===== src/rtl/axis_switch_macros.svh =====
`ifndef AXIS_SWITCH_MACROS_SVH
`define AXIS_SWITCH_MACROS_SVH

////////////////////////////////////////////////////////////////////////////
// stream field widths
////////////////////////////////////////////////////////////////////////////

`define AXIS_DATA_WIDTH 32
// one keep bit per data byte
`define AXIS_KEEP_WIDTH 4
`define AXIS_USER_WIDTH 2
`define AXIS_TID_WIDTH 2

////////////////////////////////////////////////////////////////////////////
// switch sizing and config
////////////////////////////////////////////////////////////////////////////

`define AXIS_NUM_SOURCES 3
`define AXIS_FIFO_DEPTH 16
// threshold after reset
`define AXIS_TH_RESET 6
`define AXIL_ADDR_WIDTH 15

`endif


===== src/rtl/axis_beat_pkg.sv =====
`include "axis_switch_macros.svh"

package axis_beat_pkg;

    // beat as sent by an on-chip agent
    typedef struct packed {
        logic [`AXIS_DATA_WIDTH-1:0] data;
        logic [`AXIS_KEEP_WIDTH-1:0] keep;
        logic                        last;
        logic [`AXIS_USER_WIDTH-1:0] user;
    } up_beat_t;

    // beat on the serdes side, tagged with its source id
    typedef struct packed {
        logic [`AXIS_TID_WIDTH-1:0] tid;
        up_beat_t                   beat;
    } ds_beat_t;

endpackage


===== src/rtl/switch_cfg_pkg.sv =====
`include "axis_switch_macros.svh"

package switch_cfg_pkg;

    // upstream source ids, also the tid on the serdes link
    typedef enum logic [`AXIS_TID_WIDTH-1:0] {
        SRC_USER_PROJECT   = 2'd0,
        SRC_AXIL_BRIDGE    = 2'd1,
        SRC_LOGIC_ANALYZER = 2'd2
    } source_id_t;

    typedef logic [3:0] threshold_t;

    // counts 0 to full depth
    typedef logic [$clog2(`AXIS_FIFO_DEPTH):0] occupancy_t;

endpackage


===== src/rtl/axis_if.sv =====
`timescale 1ns/1ps

// valid/ready stream, payload type set per instance
interface axis_if #(
    parameter type payload_t = logic
) ();

    logic     tvalid;
    logic     tready;
    payload_t payload;

    modport source (
        output tvalid,
        output payload,
        input  tready
    );

    modport sink (
        input  tvalid,
        input  payload,
        output tready
    );

endinterface


===== src/rtl/threshold_regs.sv =====
`timescale 1ns/1ps
`include "axis_switch_macros.svh"

module threshold_regs (
    input  logic                            axis_clk,
    input  logic                            axi_reset_n,
    input  logic                            cc_as_enable,
    input  logic                            awvalid,
    input  logic [`AXIL_ADDR_WIDTH-1:0]     awaddr,
    input  logic                            wvalid,
    input  logic [`AXIS_DATA_WIDTH-1:0]     wdata,
    input  logic [`AXIS_KEEP_WIDTH-1:0]     wstrb,
    output logic                            awready,
    output logic                            wready,
    output switch_cfg_pkg::threshold_t      threshold
);

    logic wr_take;
    logic hit_th;

    // address and data must arrive together
    assign wr_take = cc_as_enable && awvalid && wvalid;
    assign awready = wr_take;
    assign wready  = wr_take;

    // word offset 0, low byte enabled
    assign hit_th = (awaddr[`AXIL_ADDR_WIDTH-1:2] == '0) && wstrb[0];

    always_ff @(posedge axis_clk or negedge axi_reset_n) begin
        if (!axi_reset_n) begin
            threshold <= switch_cfg_pkg::threshold_t'(`AXIS_TH_RESET);
        end else if (wr_take && hit_th) begin
            threshold <= wdata[$bits(threshold)-1:0];
        end
    end

endmodule


===== src/rtl/frame_arbiter.sv =====
`timescale 1ns/1ps
`include "axis_switch_macros.svh"

module frame_arbiter (
    input  logic   axis_clk,
    input  logic   axi_reset_n,
    axis_if.sink   src [`AXIS_NUM_SOURCES],
    axis_if.source out
);

    localparam int N  = `AXIS_NUM_SOURCES;
    localparam int PW = $clog2(N);

    logic [N-1:0]               req;
    logic [N-1:0]               src_ready;
    axis_beat_pkg::up_beat_t    beat [N];

    logic [N-1:0]               grant_r;
    logic [N-1:0]               grant_pick;
    logic                       frame_active;
    logic [PW-1:0]              base_ptr;
    logic [PW-1:0]              next_base;

    logic                       sel_valid;
    axis_beat_pkg::up_beat_t    sel_beat;
    switch_cfg_pkg::source_id_t sel_id;
    logic                       load;
    logic                       frame_end;

    logic                       out_valid;
    axis_beat_pkg::ds_beat_t    out_beat;

    for (genvar g = 0; g < N; g++) begin : g_src
        assign req[g]        = src[g].tvalid;
        assign beat[g]       = src[g].payload;
        assign src[g].tready = src_ready[g];
    end

    ////////////////////////////////////////////////////////////////////////////
    // round robin pick
    ////////////////////////////////////////////////////////////////////////////

    // scan down so the lowest offset from base_ptr wins
    always_comb begin
        int idx;
        grant_pick = '0;
        next_base  = base_ptr;
        for (int k = N - 1; k >= 0; k--) begin
            idx = (int'(base_ptr) + k) % N;
            if (req[idx]) begin
                grant_pick      = '0;
                grant_pick[idx] = 1'b1;
                next_base       = PW'((idx + 1) % N);
            end
        end
    end

    // mux of the granted source
    always_comb begin
        sel_valid = 1'b0;
        sel_beat  = beat[0];
        sel_id    = switch_cfg_pkg::SRC_USER_PROJECT;
        for (int i = 0; i < N; i++) begin
            if (grant_r[i]) begin
                sel_valid = req[i];
                sel_beat  = beat[i];
                sel_id    = switch_cfg_pkg::source_id_t'(i);
            end
        end
    end

    // output register empty or draining this cycle
    assign src_ready = grant_r & {N{!out_valid || out.tready}};
    assign load      = sel_valid && (!out_valid || out.tready);
    assign frame_end = load && sel_beat.last;

    always_ff @(posedge axis_clk or negedge axi_reset_n) begin
        if (!axi_reset_n) begin
            grant_r      <= '0;
            frame_active <= 1'b0;
            base_ptr     <= '0;
        end else if (!frame_active) begin
            grant_r      <= grant_pick;
            frame_active <= |grant_pick;
            base_ptr     <= next_base;
        end else if (frame_end) begin
            grant_r      <= '0;
            frame_active <= 1'b0;
        end
    end

    ////////////////////////////////////////////////////////////////////////////
    // serdes output stage
    ////////////////////////////////////////////////////////////////////////////

    always_ff @(posedge axis_clk or negedge axi_reset_n) begin
        if (!axi_reset_n) begin
            out_valid <= 1'b0;
        end else if (load) begin
            out_valid <= 1'b1;
        end else if (out.tready) begin
            out_valid <= 1'b0;
        end
    end

    always_ff @(posedge axis_clk) begin
        if (load) begin
            out_beat.tid  <= sel_id;
            out_beat.beat <= sel_beat;
        end
    end

    assign out.tvalid  = out_valid;
    assign out.payload = out_beat;

    a_grant_onehot: assert property (@(posedge axis_clk) disable iff (!axi_reset_n)
        $onehot0(grant_r));

    // no source switch until its tlast beat is taken
    a_grant_held: assert property (@(posedge axis_clk) disable iff (!axi_reset_n)
        frame_active && !frame_end |=> grant_r == $past(grant_r));

endmodule


===== src/rtl/rx_fifo.sv =====
`timescale 1ns/1ps
`include "axis_switch_macros.svh"

module rx_fifo (
    input  logic                       axis_clk,
    input  logic                       axi_reset_n,
    input  switch_cfg_pkg::threshold_t threshold,
    axis_if.sink                       wr,
    axis_if.source                     rd
);

    localparam int DEPTH = `AXIS_FIFO_DEPTH;
    localparam int AW    = $clog2(DEPTH);

    axis_beat_pkg::ds_beat_t    mem [DEPTH];
    logic [AW:0]                wr_ptr;
    logic [AW:0]                rd_ptr;
    switch_cfg_pkg::occupancy_t occupancy;
    logic                       empty;
    logic                       full;
    logic                       wr_en;
    logic                       rd_en;

    // extra msb on each pointer tells full from empty
    assign occupancy = wr_ptr - rd_ptr;
    assign empty     = (occupancy == '0);
    assign full      = (occupancy == switch_cfg_pkg::occupancy_t'(DEPTH));

    // serdes ready follows registered occupancy only
    assign wr.tready = (occupancy <= switch_cfg_pkg::occupancy_t'(threshold));
    assign wr_en     = wr.tvalid && wr.tready;

    // show-ahead head
    assign rd.tvalid  = !empty;
    assign rd.payload = mem[rd_ptr[AW-1:0]];
    assign rd_en      = rd.tvalid && rd.tready;

    always_ff @(posedge axis_clk or negedge axi_reset_n) begin
        if (!axi_reset_n) begin
            wr_ptr <= '0;
            rd_ptr <= '0;
        end else begin
            if (wr_en) begin
                wr_ptr <= wr_ptr + 1'b1;
            end
            if (rd_en) begin
                rd_ptr <= rd_ptr + 1'b1;
            end
        end
    end

    always_ff @(posedge axis_clk) begin
        if (wr_en) begin
            mem[wr_ptr[AW-1:0]] <= wr.payload;
        end
    end

    // the 4-bit threshold must keep a full FIFO closed
    a_no_overflow: assert property (@(posedge axis_clk) disable iff (!axi_reset_n)
        wr_en |-> !full);

    // read pointer only moves off a non-empty FIFO
    a_no_underflow: assert property (@(posedge axis_clk) disable iff (!axi_reset_n)
        rd_ptr != $past(rd_ptr) |-> $past(wr_ptr != rd_ptr));

endmodule


===== src/rtl/tid_router.sv =====
`timescale 1ns/1ps

module tid_router (
    input  logic   axis_clk,
    input  logic   axi_reset_n,
    axis_if.sink   head,
    axis_if.source up,
    axis_if.source aa
);

    switch_cfg_pkg::source_id_t head_id;
    logic                       to_up;
    logic                       to_aa;
    logic                       drop;
    logic [3:0]                 discard_cnt;

    assign head_id = switch_cfg_pkg::source_id_t'(head.payload.tid);
    assign to_up   = (head_id == switch_cfg_pkg::SRC_USER_PROJECT);
    assign to_aa   = (head_id == switch_cfg_pkg::SRC_AXIL_BRIDGE);

    assign up.tvalid  = head.tvalid && to_up;
    assign up.payload = head.payload.beat;
    assign aa.tvalid  = head.tvalid && to_aa;
    assign aa.payload = head.payload.beat;

    // ids with no agent are popped straight away
    assign head.tready = to_up ? up.tready : (to_aa ? aa.tready : 1'b1);
    assign drop        = head.tvalid && !to_up && !to_aa;

    always_ff @(posedge axis_clk or negedge axi_reset_n) begin
        if (!axi_reset_n) begin
            discard_cnt <= '0;
        end else if (drop) begin
            discard_cnt <= discard_cnt + 1'b1;
        end
    end

    a_discard_id: assert property (@(posedge axis_clk) disable iff (!axi_reset_n)
        discard_cnt != $past(discard_cnt) |-> $past(head.payload.tid) inside {2'd2, 2'd3});

    // FIFO must hold its head until this side takes it
    a_head_held: assert property (@(posedge axis_clk) disable iff (!axi_reset_n)
        head.tvalid && !head.tready |=> head.tvalid);

endmodule


===== src/rtl/axis_switch.sv =====
`timescale 1ns/1ps
`include "axis_switch_macros.svh"

module axis_switch (
    input  logic                         axis_clk,
    input  logic                         axi_reset_n,
    // axi-lite config port
    input  logic                         axi_awvalid,
    input  logic [`AXIL_ADDR_WIDTH-1:0]  axi_awaddr,
    output logic                         axi_awready,
    input  logic                         axi_wvalid,
    input  logic [`AXIS_DATA_WIDTH-1:0]  axi_wdata,
    input  logic [`AXIS_KEEP_WIDTH-1:0]  axi_wstrb,
    output logic                         axi_wready,
    input  logic                         axi_arvalid,
    input  logic [`AXIL_ADDR_WIDTH-1:0]  axi_araddr,
    output logic                         axi_arready,
    output logic                         axi_rvalid,
    output logic [`AXIS_DATA_WIDTH-1:0]  axi_rdata,
    input  logic                         axi_rready,
    input  logic                         cc_as_enable,
    // user project source
    input  logic [`AXIS_DATA_WIDTH-1:0]  up_as_tdata,
    input  logic [`AXIS_KEEP_WIDTH-1:0]  up_as_tkeep,
    input  logic                         up_as_tlast,
    input  logic                         up_as_tvalid,
    input  logic [`AXIS_USER_WIDTH-1:0]  up_as_tuser,
    output logic                         as_up_tready,
    // axi-lite bridge source
    input  logic [`AXIS_DATA_WIDTH-1:0]  aa_as_tdata,
    input  logic [`AXIS_KEEP_WIDTH-1:0]  aa_as_tkeep,
    input  logic                         aa_as_tlast,
    input  logic                         aa_as_tvalid,
    input  logic [`AXIS_USER_WIDTH-1:0]  aa_as_tuser,
    output logic                         as_aa_tready,
    // logic analyzer source
    input  logic [`AXIS_DATA_WIDTH-1:0]  la_as_tdata,
    input  logic [`AXIS_KEEP_WIDTH-1:0]  la_as_tkeep,
    input  logic                         la_as_tlast,
    input  logic                         la_as_tvalid,
    input  logic [`AXIS_USER_WIDTH-1:0]  la_as_tuser,
    output logic                         as_la_tready,
    // to io serdes
    output logic [`AXIS_DATA_WIDTH-1:0]  as_is_tdata,
    output logic [`AXIS_KEEP_WIDTH-1:0]  as_is_tkeep,
    output logic                         as_is_tlast,
    output logic [`AXIS_TID_WIDTH-1:0]   as_is_tid,
    output logic                         as_is_tvalid,
    output logic [`AXIS_USER_WIDTH-1:0]  as_is_tuser,
    input  logic                         is_as_tready,
    // from io serdes
    input  logic [`AXIS_DATA_WIDTH-1:0]  is_as_tdata,
    input  logic [`AXIS_KEEP_WIDTH-1:0]  is_as_tkeep,
    input  logic                         is_as_tlast,
    input  logic [`AXIS_TID_WIDTH-1:0]   is_as_tid,
    input  logic                         is_as_tvalid,
    input  logic [`AXIS_USER_WIDTH-1:0]  is_as_tuser,
    output logic                         as_is_tready,
    // to user project
    output logic [`AXIS_DATA_WIDTH-1:0]  as_up_tdata,
    output logic [`AXIS_KEEP_WIDTH-1:0]  as_up_tkeep,
    output logic                         as_up_tlast,
    output logic                         as_up_tvalid,
    output logic [`AXIS_USER_WIDTH-1:0]  as_up_tuser,
    input  logic                         up_as_tready,
    // to axi-lite bridge
    output logic [`AXIS_DATA_WIDTH-1:0]  as_aa_tdata,
    output logic [`AXIS_KEEP_WIDTH-1:0]  as_aa_tkeep,
    output logic                         as_aa_tlast,
    output logic                         as_aa_tvalid,
    output logic [`AXIS_USER_WIDTH-1:0]  as_aa_tuser,
    input  logic                         aa_as_tready
);

    localparam int N = `AXIS_NUM_SOURCES;

    switch_cfg_pkg::threshold_t threshold;
    axis_beat_pkg::up_beat_t    src_beat [N];
    logic [N-1:0]               src_valid;
    logic [N-1:0]               src_ready;

    axis_if #(.payload_t(axis_beat_pkg::up_beat_t)) src_if [N] ();
    axis_if #(.payload_t(axis_beat_pkg::ds_beat_t)) tx_if ();
    axis_if #(.payload_t(axis_beat_pkg::ds_beat_t)) rx_if ();
    axis_if #(.payload_t(axis_beat_pkg::ds_beat_t)) head_if ();
    axis_if #(.payload_t(axis_beat_pkg::up_beat_t)) up_if ();
    axis_if #(.payload_t(axis_beat_pkg::up_beat_t)) aa_if ();

    ////////////////////////////////////////////////////////////////////////////
    // config register
    ////////////////////////////////////////////////////////////////////////////

    threshold_regs u_regs (
        .axis_clk     (axis_clk),
        .axi_reset_n  (axi_reset_n),
        .cc_as_enable (cc_as_enable),
        .awvalid      (axi_awvalid),
        .awaddr       (axi_awaddr),
        .wvalid       (axi_wvalid),
        .wdata        (axi_wdata),
        .wstrb        (axi_wstrb),
        .awready      (axi_awready),
        .wready       (axi_wready),
        .threshold    (threshold)
    );

    // reads always return the threshold, address ignored
    assign axi_arready = 1'b1;
    assign axi_rvalid  = 1'b1;
    assign axi_rdata   = {{(`AXIS_DATA_WIDTH - $bits(threshold)){1'b0}}, threshold};

    ////////////////////////////////////////////////////////////////////////////
    // upstream, sources to serdes
    ////////////////////////////////////////////////////////////////////////////

    // index is the source id
    assign src_beat[0] = '{data: up_as_tdata, keep: up_as_tkeep, last: up_as_tlast,
                           user: up_as_tuser};
    assign src_beat[1] = '{data: aa_as_tdata, keep: aa_as_tkeep, last: aa_as_tlast,
                           user: aa_as_tuser};
    assign src_beat[2] = '{data: la_as_tdata, keep: la_as_tkeep, last: la_as_tlast,
                           user: la_as_tuser};
    assign src_valid   = {la_as_tvalid, aa_as_tvalid, up_as_tvalid};
    assign {as_la_tready, as_aa_tready, as_up_tready} = src_ready;

    for (genvar g = 0; g < N; g++) begin : g_src
        assign src_if[g].tvalid  = src_valid[g];
        assign src_if[g].payload = src_beat[g];
        assign src_ready[g]      = src_if[g].tready;
    end

    frame_arbiter u_arb (
        .axis_clk    (axis_clk),
        .axi_reset_n (axi_reset_n),
        .src         (src_if),
        .out         (tx_if)
    );

    assign as_is_tvalid = tx_if.tvalid;
    assign as_is_tid    = tx_if.payload.tid;
    assign as_is_tdata  = tx_if.payload.beat.data;
    assign as_is_tkeep  = tx_if.payload.beat.keep;
    assign as_is_tlast  = tx_if.payload.beat.last;
    assign as_is_tuser  = tx_if.payload.beat.user;
    assign tx_if.tready = is_as_tready;

    ////////////////////////////////////////////////////////////////////////////
    // downstream, serdes to agents
    ////////////////////////////////////////////////////////////////////////////

    assign rx_if.tvalid       = is_as_tvalid;
    assign rx_if.payload.tid  = is_as_tid;
    assign rx_if.payload.beat = '{data: is_as_tdata, keep: is_as_tkeep, last: is_as_tlast,
                                  user: is_as_tuser};
    assign as_is_tready       = rx_if.tready;

    rx_fifo u_fifo (
        .axis_clk    (axis_clk),
        .axi_reset_n (axi_reset_n),
        .threshold   (threshold),
        .wr          (rx_if),
        .rd          (head_if)
    );

    tid_router u_router (
        .axis_clk    (axis_clk),
        .axi_reset_n (axi_reset_n),
        .head        (head_if),
        .up          (up_if),
        .aa          (aa_if)
    );

    assign as_up_tvalid = up_if.tvalid;
    assign as_up_tdata  = up_if.payload.data;
    assign as_up_tkeep  = up_if.payload.keep;
    assign as_up_tlast  = up_if.payload.last;
    assign as_up_tuser  = up_if.payload.user;
    assign up_if.tready = up_as_tready;

    assign as_aa_tvalid = aa_if.tvalid;
    assign as_aa_tdata  = aa_if.payload.data;
    assign as_aa_tkeep  = aa_if.payload.keep;
    assign as_aa_tlast  = aa_if.payload.last;
    assign as_aa_tuser  = aa_if.payload.user;
    assign aa_if.tready = aa_as_tready;

endmodule


===== config.mk =====
export PLATFORM = sky130hd
export DESIGN_NAME = axis_switch
export DESIGN_NICKNAME = d
export VERILOG_FILES = /design/src/rtl/axis_beat_pkg.sv /design/src/rtl/switch_cfg_pkg.sv /design/src/rtl/axis_if.sv /design/src/rtl/threshold_regs.sv /design/src/rtl/frame_arbiter.sv /design/src/rtl/rx_fifo.sv /design/src/rtl/tid_router.sv /design/src/rtl/axis_switch.sv
export VERILOG_INCLUDE_DIRS = /design/src /design/src/rtl
export SDC_FILE = /design/constraint.sdc
export NUM_CORES = 1
export LEC_CHECK = 0
export BUFFER_PORTS_ARGS = -buffer_cell sky130_fd_sc_hd__buf_2
export CAP_MARGIN = 10
export CORE_MARGIN = 4
export CORE_UTILIZATION = 58
export DETAILED_ROUTE_END_ITERATION = 7
export PLACE_DENSITY_LB_ADDON = 0.1
export SLEW_MARGIN = 10
export SYNTH_ARGS = -nofsm -noshare
export SYNTH_HDL_FRONTEND = slang
export SYNTH_SLANG_ARGS = --single-unit

===== constraint.sdc =====
create_clock -name axis_clk -period 8 [get_ports axis_clk]
set_input_delay 1.6 -clock axis_clk [delete_from_list [all_inputs] [get_ports axis_clk]]
set_output_delay 1.6 -clock axis_clk [all_outputs]
set_load 0.05 [all_outputs]

==> results of run 1 <==
[layout make-up]
cell class | count | area [µm²] | share of cell area [%]
flip-flops and latches | 718 | 21470 | 62.67
diodes | 2 | 5.005 | 0.01461
well taps | 672 | 840.8 | 2.454
inverters | 27 | 102.6 | 0.2995
multi-input cells | 637 | 7650 | 22.33
repair buffers | 348 | 1814 | 5.295
clock buffers | 85 | 1924 | 5.617
clock inverters | 45 | 454.2 | 1.326
[cell families (layout without fill, tap and decap cells)]
family / count (synthesis) / in the layout
flops: 718 / 718
xor+xnor: 23 / 23
mux: 254 / 254
buf+inv: 170 / 505
simple gates: 161 / 161
other cells: 2 / 32
compound gates: 139 / 139
fa+ha+maj: 30 / 30
[per-layer routing]
layer	GRT usage (%)	vias up	routed length, µm
met3	5.242	109	4637
met5	0	-	26
met1	33.97	8022	27110
met4	7.340	4	2000
li1	-	6644	-
met2	41.52	643	34760
[critical path, stage by stage (launching register included)]
cell	delay (ns)
dfrtp_1	0.49
inv_1	0.22
ha_1	0.59
nand2b_1	0.11
a21oi_1	0.33
o21bai_1	0.17
and2_1	0.20
inv_1	0.15
ha_1	0.43
o2111ai_2	0.24
a211oi_1	0.32
o31ai_1	0.19
and3_1	0.23
nor4_2	0.24
o21ai_2	0.11
and2_1	0.23
ha_1	0.29
a311oi_1	0.27
o21a_1	0.23
xnor2_1	0.12
ha_1	0.33
a221oi_2	0.37
xnor2_1	0.12
ha_1	0.21
a311o_1	0.28
o21ai_0	0.19
a22oi_1	0.09
[worst min path at each step]
stage,depth (start not counted),to,startpoint
after floorplan,0,u_arb.out.payload[40]$_SDFFCE_PP1P_,u_arb.grant_r[2]$_DFFE_PN0P_
final,1,u_fifo.wr_ptr[4]$_DFFE_PN0P_,u_fifo.wr_ptr[4]$_DFFE_PN0P_
after detailed placement,1,u_fifo.wr_ptr[4]$_DFFE_PN0P_,u_fifo.wr_ptr[4]$_DFFE_PN0P_
after global routing,1,u_fifo.wr_ptr[4]$_DFFE_PN0P_,u_fifo.wr_ptr[4]$_DFFE_PN0P_
after CTS,1,u_fifo.wr_ptr[4]$_DFFE_PN0P_,u_fifo.wr_ptr[4]$_DFFE_PN0P_
after global placement,1,u_fifo.rd_ptr[4]$_DFFE_PN0P_,u_fifo.rd_ptr[4]$_DFFE_PN0P_
[sequential cells by signal (all words and copies together), names as in the netlist]
| signal | flops |
|---|---|
| u_arb.base_ptr | 2 |
| u_arb.frame_active | 1 |
| u_arb.grant_r | 3 |
| u_arb.out.payload | 41 |
| u_arb.out.tvalid | 1 |
| u_fifo.mem | 656 |
| u_fifo.rd_ptr | 5 |
| u_fifo.wr_ptr | 5 |
| u_regs.threshold | 4 |
[per-stage QoR]
stage | area, µm² | util (%)
6_report | 34260 | 67.87
5_1_grt | 34260 | 67.86
4_1_cts | 34260 | 67.86
3_5_place_dp | 31880 | 63.15
3_3_place_gp | 31880 | 63.15
2_1_floorplan | 29920 | -
[report_power, final]
part | switching, mW | total [mW] | internal, mW | leakage (nW)
Clock | 1.40 | 3.36 | 1.96 | 1.16
Sequential | 0.209 | 4.86 | 4.65 | 6.53
Combinational | 4.66 | 7.08 | 2.42 | 3.96
Total | 6.27 | 15.3 | 9.03 | 11.7
[placed cells by master (no fill, tap or decap), types with 7 or more instances in the layout]
| cell type | instances |
|---|---|
| edfxtp_1 | 697 |
| buf_2 | 319 |
| mux4_2 | 205 |
| clkbuf_16 | 75 |
| nand2_1 | 66 |
| o21ai_0 | 57 |
| mux2i_1 | 41 |
| conb_1 | 30 |
| ha_1 | 29 |
| buf_4 | 29 |
| inv_1 | 26 |
| nor2_1 | 22 |
| a21oi_1 | 18 |
| xnor2_1 | 17 |
| clkinv_2 | 16 |
| clkinv_1 | 14 |
| dfrtp_1 | 14 |
| nor2_4 | 12 |
| nand2b_1 | 10 |
| clkbuf_1 | 9 |
| and2_1 | 8 |
| bufinv_16 | 7 |
==> qor.csv, run 1 <==
stage,metric,value,unit
status,outcome,"finished, final reports clean",
logic_synthesis,top post-synthesis cells by area,"edfxtp_1, mux4_2, buf_4, dfrtp_1, mux2i_1",
detailed_routing,DR vias,15420,
detailed_routing,DRT Pass-1 Iters,5,
cts,CTS Hold Bufs,0,
logic_synthesis,Synth Area in Adders,1.284,%
sta,Worst Hold Margin,0.5032,ns
power,Tot Pwr,15.30,mW
logic_synthesis,share of the synthesized area in the top cell type,70.20,%
die,I/O pins,400,
logic_synthesis,Synth Area in Compound Gates,3.156,%
global_routing,first-pass GRT wire length,102.7,mm
detailed_routing,Post-Route WL,68.53,mm
sta,Final period util,86.14,%
placed_design,pre-CTS setup slack,0.6415,ns
cts,CTS max path bufs,3,
cts,cts repair resizes,0,
worst_setup_path,crit end category,flop,
placed_design,dpl cells,2402,
global_routing,initial antenna violation count,5,
worst_setup_path,r2r setup slk,1.11,ns
logic_synthesis,number of flops mapped to enable cells by yosys,697,
cts,clock-pin slew on the worst setup and hold paths,0.06,ns
flow_run,# Max-Cap Violations,0,
worst_setup_path,worst r2r src,u_arb.base_ptr[1]$_DFFE_PN0P_,
logic_synthesis,asr flop ratio synth,2.925,%
final_layout,filler cell count,3321,
worst_setup_path,Crit Path Class,reg -> reg,
final_layout,Layout area overhead,14.91,%
final_layout,Final #Nets,2072,
logic_synthesis,most common cell in the synthesized netlist,edfxtp_1,
cts,root buffer cell,clkbuf_16,
logic_synthesis,synthesized cell area,0.02982,mm²
sta,min Tclk post-route,6.891,ns
logic_synthesis,ys flop type,edfxtp_1,
placed_design,RePlAce Congestion,0.9636,
cts,clock sink count,718,
sta,Max transition margin,17.89,%
sta,Final setup viols,0,
logic_synthesis,YS warnings,0,
worst_setup_path,R2R depth,26,
global_routing,largest net degree at the start of global routing,84,
cts,CTS tree,done,
sta,max-slew violation count,0,
power,worst vdd ir,0.4707,mV
worst_setup_path,CP Data Arrival Time,7.36,ns
global_routing,grt total ovfl,0,
sta,Fin. Hold Viols,0,
logic_synthesis,Synth Area in Simple Gates,2.551,%
cts,CTS Buf Count,72,
logic_synthesis,dominant cell type by area after synthesis,edfxtp_1,
global_routing,vias in the first global route,15710,
worst_setup_path,capture point of the worst reg-to-reg path,u_arb.base_ptr[1]$_DFFE_PN0P_,
die,DIE WIDTH,234.7,µm
logic_synthesis,sequential fraction of the synthesis area,71.97,%
logic_synthesis,Seq cells post-synth,718,
cts,worst skew pair latency,0.62,ns
logic_synthesis,largest family of logic cells by synthesized area,multiplexers,
final_layout,layout cells sized above 1,37.96,%
sta,RSZ-0062 raised after global routing,false,
detailed_routing,DRT iter0 DRCs,1584,
sta,total negative slack,0,ns
sta,FMAX,145.1,MHz
placed_design,post-DP HPWL,39.86,mm
die,Rows,82,
detailed_routing,wire length per cell,27.04,µm
worst_setup_path,Critical Path RT,8.47,ns
worst_setup_path,worst setup path startpoint,u_arb.base_ptr[1]$_DFFE_PN0P_,
die,Die Ht,234.7,µm
logic_synthesis,mux cell area share after synthesis,17.22,%
cts,postcts setup bufs,0,
global_routing,Global Route Usage Sum,24.92,%
cts,htree depth,3,
die,Initial Util,59.07,%
logic_synthesis,Synth Instances,1497,
detailed_routing,number of remaining DRC errors,0,
worst_setup_path,CP Max Fanout,17,
die,CORE AREA,0.05048,mm²
worst_hold_path,Worst Hold Class,reg -> reg,
logic_synthesis,syn_area_per_cell,19.92,µm²
die,die area,0.05510,mm²
power,Pleak,11.66,nW
logic_synthesis,post-synthesis cell type count,74,
detailed_routing,ANT nets after route,0,
logic_synthesis,Commonest cells post-synth,"edfxtp_1, mux4_2, buf_4",
sta,Clock Skew,0.02963,ns
power,Power Dens Cells,446.5,mW/mm²
worst_setup_path,Worst setup SP type,flop,
final_layout,non-filler instance count after layout,2534,
sta,Least-Margin Pin Slew,1.229,ns
logic_synthesis,xor-xnor portion of the synthesized cell area,0.7008,%
sta,PnR worst setup slack,1.109,ns
worst_setup_path,Setup crit end,u_arb.base_ptr[1]$_DFFE_PN0P_,
detailed_routing,post-DR vias/cell,6.086,
placed_design,port bufs,319,
Power figures use the tool's default switching activity.
==> inputs of run 2 (changes only) <==
--- a/config.mk
+++ b/config.mk
@@ -11,7 +11,7 @@
 export CORE_MARGIN = 4
 export CORE_UTILIZATION = 58
 export DETAILED_ROUTE_END_ITERATION = 7
-export PLACE_DENSITY_LB_ADDON = 0.1
+export PLACE_DENSITY = 0.86
 export SLEW_MARGIN = 10
 export SYNTH_ARGS = -nofsm -noshare
 export SYNTH_HDL_FRONTEND = slang
==> run 2 against run 1 <==
  * Die area did not move
  * Setup slack got worse by 0.14 ns
  * Sequential share of layout area is 0.19 points higher
  * Clock power shrank 5%
  * Global-route usage rose by 4.1 points
  * Clock-buffer cell count decreased by 1
  * Combinational power increased by 1%
  * Final cell count is 0.47% higher
  * Sequential power rose by 2%
  * Non-clock buffer count grew 1
  * Hold slack worse by 0.010 ns
  * Clock skew increased by 0.0085 ns
  * Critical endpoint unchanged
==> qor.csv, run 2 (same netlist as run 1, synthesis figures left out) <==
stage,metric,value,unit
die,I/O pins,400,
detailed_routing,met2 WL post-DR,42.16,mm
global_routing,largest net degree at the start of global routing,84,
final_layout,final core utilization,67.67,%
die,Die Ht,234.7,µm
detailed_routing,wire length per cell,31.84,µm
cts,root buffer cell,clkbuf_16,
final_layout,layout cells sized above 1,37.55,%
power,Sequential Power Share,32.3,%
detailed_routing,post-DR vias/cell,6.474,
cts,CTS tree,done,
sta,FMAX,142.2,MHz
die,DIE WIDTH,234.7,µm
final_layout,non-filler instance count after layout,2546,
power,combinational power share,46.8,%
power,Tot Pwr,15.33,mW
power,Int Pwr,8.878,mW
sta,Final period util,87.92,%
worst_setup_path,Critical Path RT,8.45,ns
global_routing,Global Route Usage Sum,28.99,%
final_layout,most frequent cells in the layout,"edfxtp_1, buf_2, mux4_2",
power,Power Dens Cells,448.9,mW/mm²
cts,CTS max path bufs,3,
power,clock power share,20.9,%
detailed_routing,met3 routed WL,7.142,mm
flow_run,# Max-Cap Violations,0,
global_routing,vias in the first global route,16740,
cts,clock-pin slew on the worst setup and hold paths,0.05,ns
placed_design,RePlAce Congestion,0.9922,
sta,RSZ-0062 raised after global routing,false,
cts,CTS Hold Bufs,0,
final_layout,Final #Nets,2072,
detailed_routing,ANT nets after route,0,
cts,CTS Buf Count,71,
final_layout,filler cell count,3075,
final_layout,Layout area overhead,14.57,%
die,die area,0.05510,mm²
sta,Max transition margin,15.31,%
cts,clock sink count,718,
worst_hold_path,Worst Hold Class,reg -> reg,
die,CORE AREA,0.05048,mm²
sta,Clock Skew,0.03815,ns
placed_design,post-DP HPWL,46.29,mm
power,Psw,6.456,mW
worst_setup_path,Crit Path Class,reg -> reg,
cts,htree depth,3,
final_layout,max reg flops,656,
placed_design,dpl cells,2402,
detailed_routing,Post-Route WL,81.06,mm
worst_setup_path,Worst setup SP type,flop,
worst_setup_path,CP Max Fanout,17,
die,Rows,82,
sta,min Tclk post-route,7.034,ns
power,Sw Ratio,42.10,%
sta,Fin. Hold Viols,0,
sta,Final setup viols,0,
placed_design,port bufs,319,
detailed_routing,WL met1,26.81,mm
cts,postcts setup bufs,0,
cts,cts repair resizes,0,
sta,max-slew violation count,0,
global_routing,grt total ovfl,0,
detailed_routing,DR vias,16480,
power,worst vdd ir,0.4433,mV
worst_setup_path,CP Data Arrival Time,7.48,ns
final_layout,"most common cell after layout, fill and taps aside",edfxtp_1,
cts,worst skew pair latency,0.62,ns
status,outcome,"finished, final reports clean",
die,Initial Util,59.07,%
detailed_routing,DRT iter0 DRCs,2185,
detailed_routing,DRT Pass-1 Iters,8,
sta,Least-Margin Pin Slew,1.267,ns
power,Pleak,11.59,nW
sta,total negative slack,0,ns
sta,Worst Hold Margin,0.4929,ns
global_routing,first-pass GRT wire length,116.3,mm
detailed_routing,uppermost layer routed,met5,
detailed_routing,number of remaining DRC errors,0,
global_routing,initial antenna violation count,24,
worst_setup_path,crit end category,flop,
-- run 2: cell count changes in the layout (fill, tap and decap cells not counted), moves of 2 or more --
cell and delta:
bufinv_16 -4, clkinv_1 +4, clkinv_2 -2, diode_2 +16
-- run 2: area by class of cell --
| type | instances | area [µm²] | share of cell area (%) |
|---|---|---|---|
| Clock inverter | 41 | 320.3 | 0.9377 |
| Multi-Input combinational cell | 637 | 7650 | 22.39 |
| Timing Repair Buffer | 349 | 1842 | 5.392 |
| Inverter | 27 | 102.6 | 0.3004 |
| Tap cell | 672 | 840.8 | 2.461 |
| Antenna cell | 18 | 45.04 | 0.1319 |
| Clock buffer | 84 | 1889 | 5.531 |
| Sequential cell | 718 | 21470 | 62.85 |
-- run 2: worst max-delay path: stages (launching register included) --
cell,delay (ns)
dfrtp_1,0.48
inv_1,0.19
ha_1,0.59
nand2b_1,0.13
a21oi_1,0.34
o21bai_1,0.17
and2_1,0.22
inv_1,0.16
ha_1,0.43
o2111ai_2,0.25
o311ai_0,0.39
nand3_1,0.20
nor4_2,0.37
o21ai_2,0.12
and2_1,0.25
ha_1,0.29
a311oi_1,0.30
o21a_1,0.25
xnor2_1,0.13
ha_1,0.33
a221oi_2,0.40
xnor2_1,0.13
ha_1,0.22
a311o_1,0.29
o21ai_0,0.17
a22oi_1,0.09
-- run 2: layer usage --
metal  GRT usage [%]  vias to the layer above
li1                -                     6651
met1           35.00                     8399
met2           49.31                     1227
met3           6.309                      201
met4           15.66                        4
met5               0                        -
-- run 2: path summary, 6_finish.rpt --
kind,from,end,slack (ns),depth (start not counted)
max reg2reg,u_arb.base_ptr[1]$_DFFE_PN0P_,u_arb.base_ptr[1]$_DFFE_PN0P_,0.97,25
max in group asynchronous,axi_reset_n,u_fifo.rd_ptr[0]$_DFFE_PN0P_,6.62,1
min,u_fifo.rd_ptr[4]$_DFFE_PN0P_,u_fifo.rd_ptr[4]$_DFFE_PN0P_,0.49,1
min in group asynchronous,axi_reset_n,u_fifo.wr_ptr[3]$_DFFE_PN0P_,0.96,1
max,u_arb.base_ptr[1]$_DFFE_PN0P_,u_arb.base_ptr[1]$_DFFE_PN0P_,0.97,25
min reg2reg,u_fifo.rd_ptr[4]$_DFFE_PN0P_,u_fifo.rd_ptr[4]$_DFFE_PN0P_,0.49,1
-- run 2: power by group through the flow --
| stage | registers, mW | clock network [mW] | logic (mW) |
|---|---|---|---|
| 2_1_floorplan | 5.06 | 0 | 5.64 |
| 3_3_place_gp | 4.96 | 0 | 6.93 |
| 3_5_place_dp | 5.01 | 0 | 7.08 |
| 4_1_cts | 4.96 | 3.23 | 7.15 |
| 5_1_grt | 4.99 | 3.42 | 7.58 |
| 6_report | 4.96 | 3.20 | 7.17 |
-- run 2: through the flow --
stage	worst slack, ns	cell area [µm²]
finish	0.9660	34160
global route	0.2453	34150
CTS	1.130	34090
detailed placement	0.6207	31880
global placement	0.7297	31880
floorplan	0.5583	29920
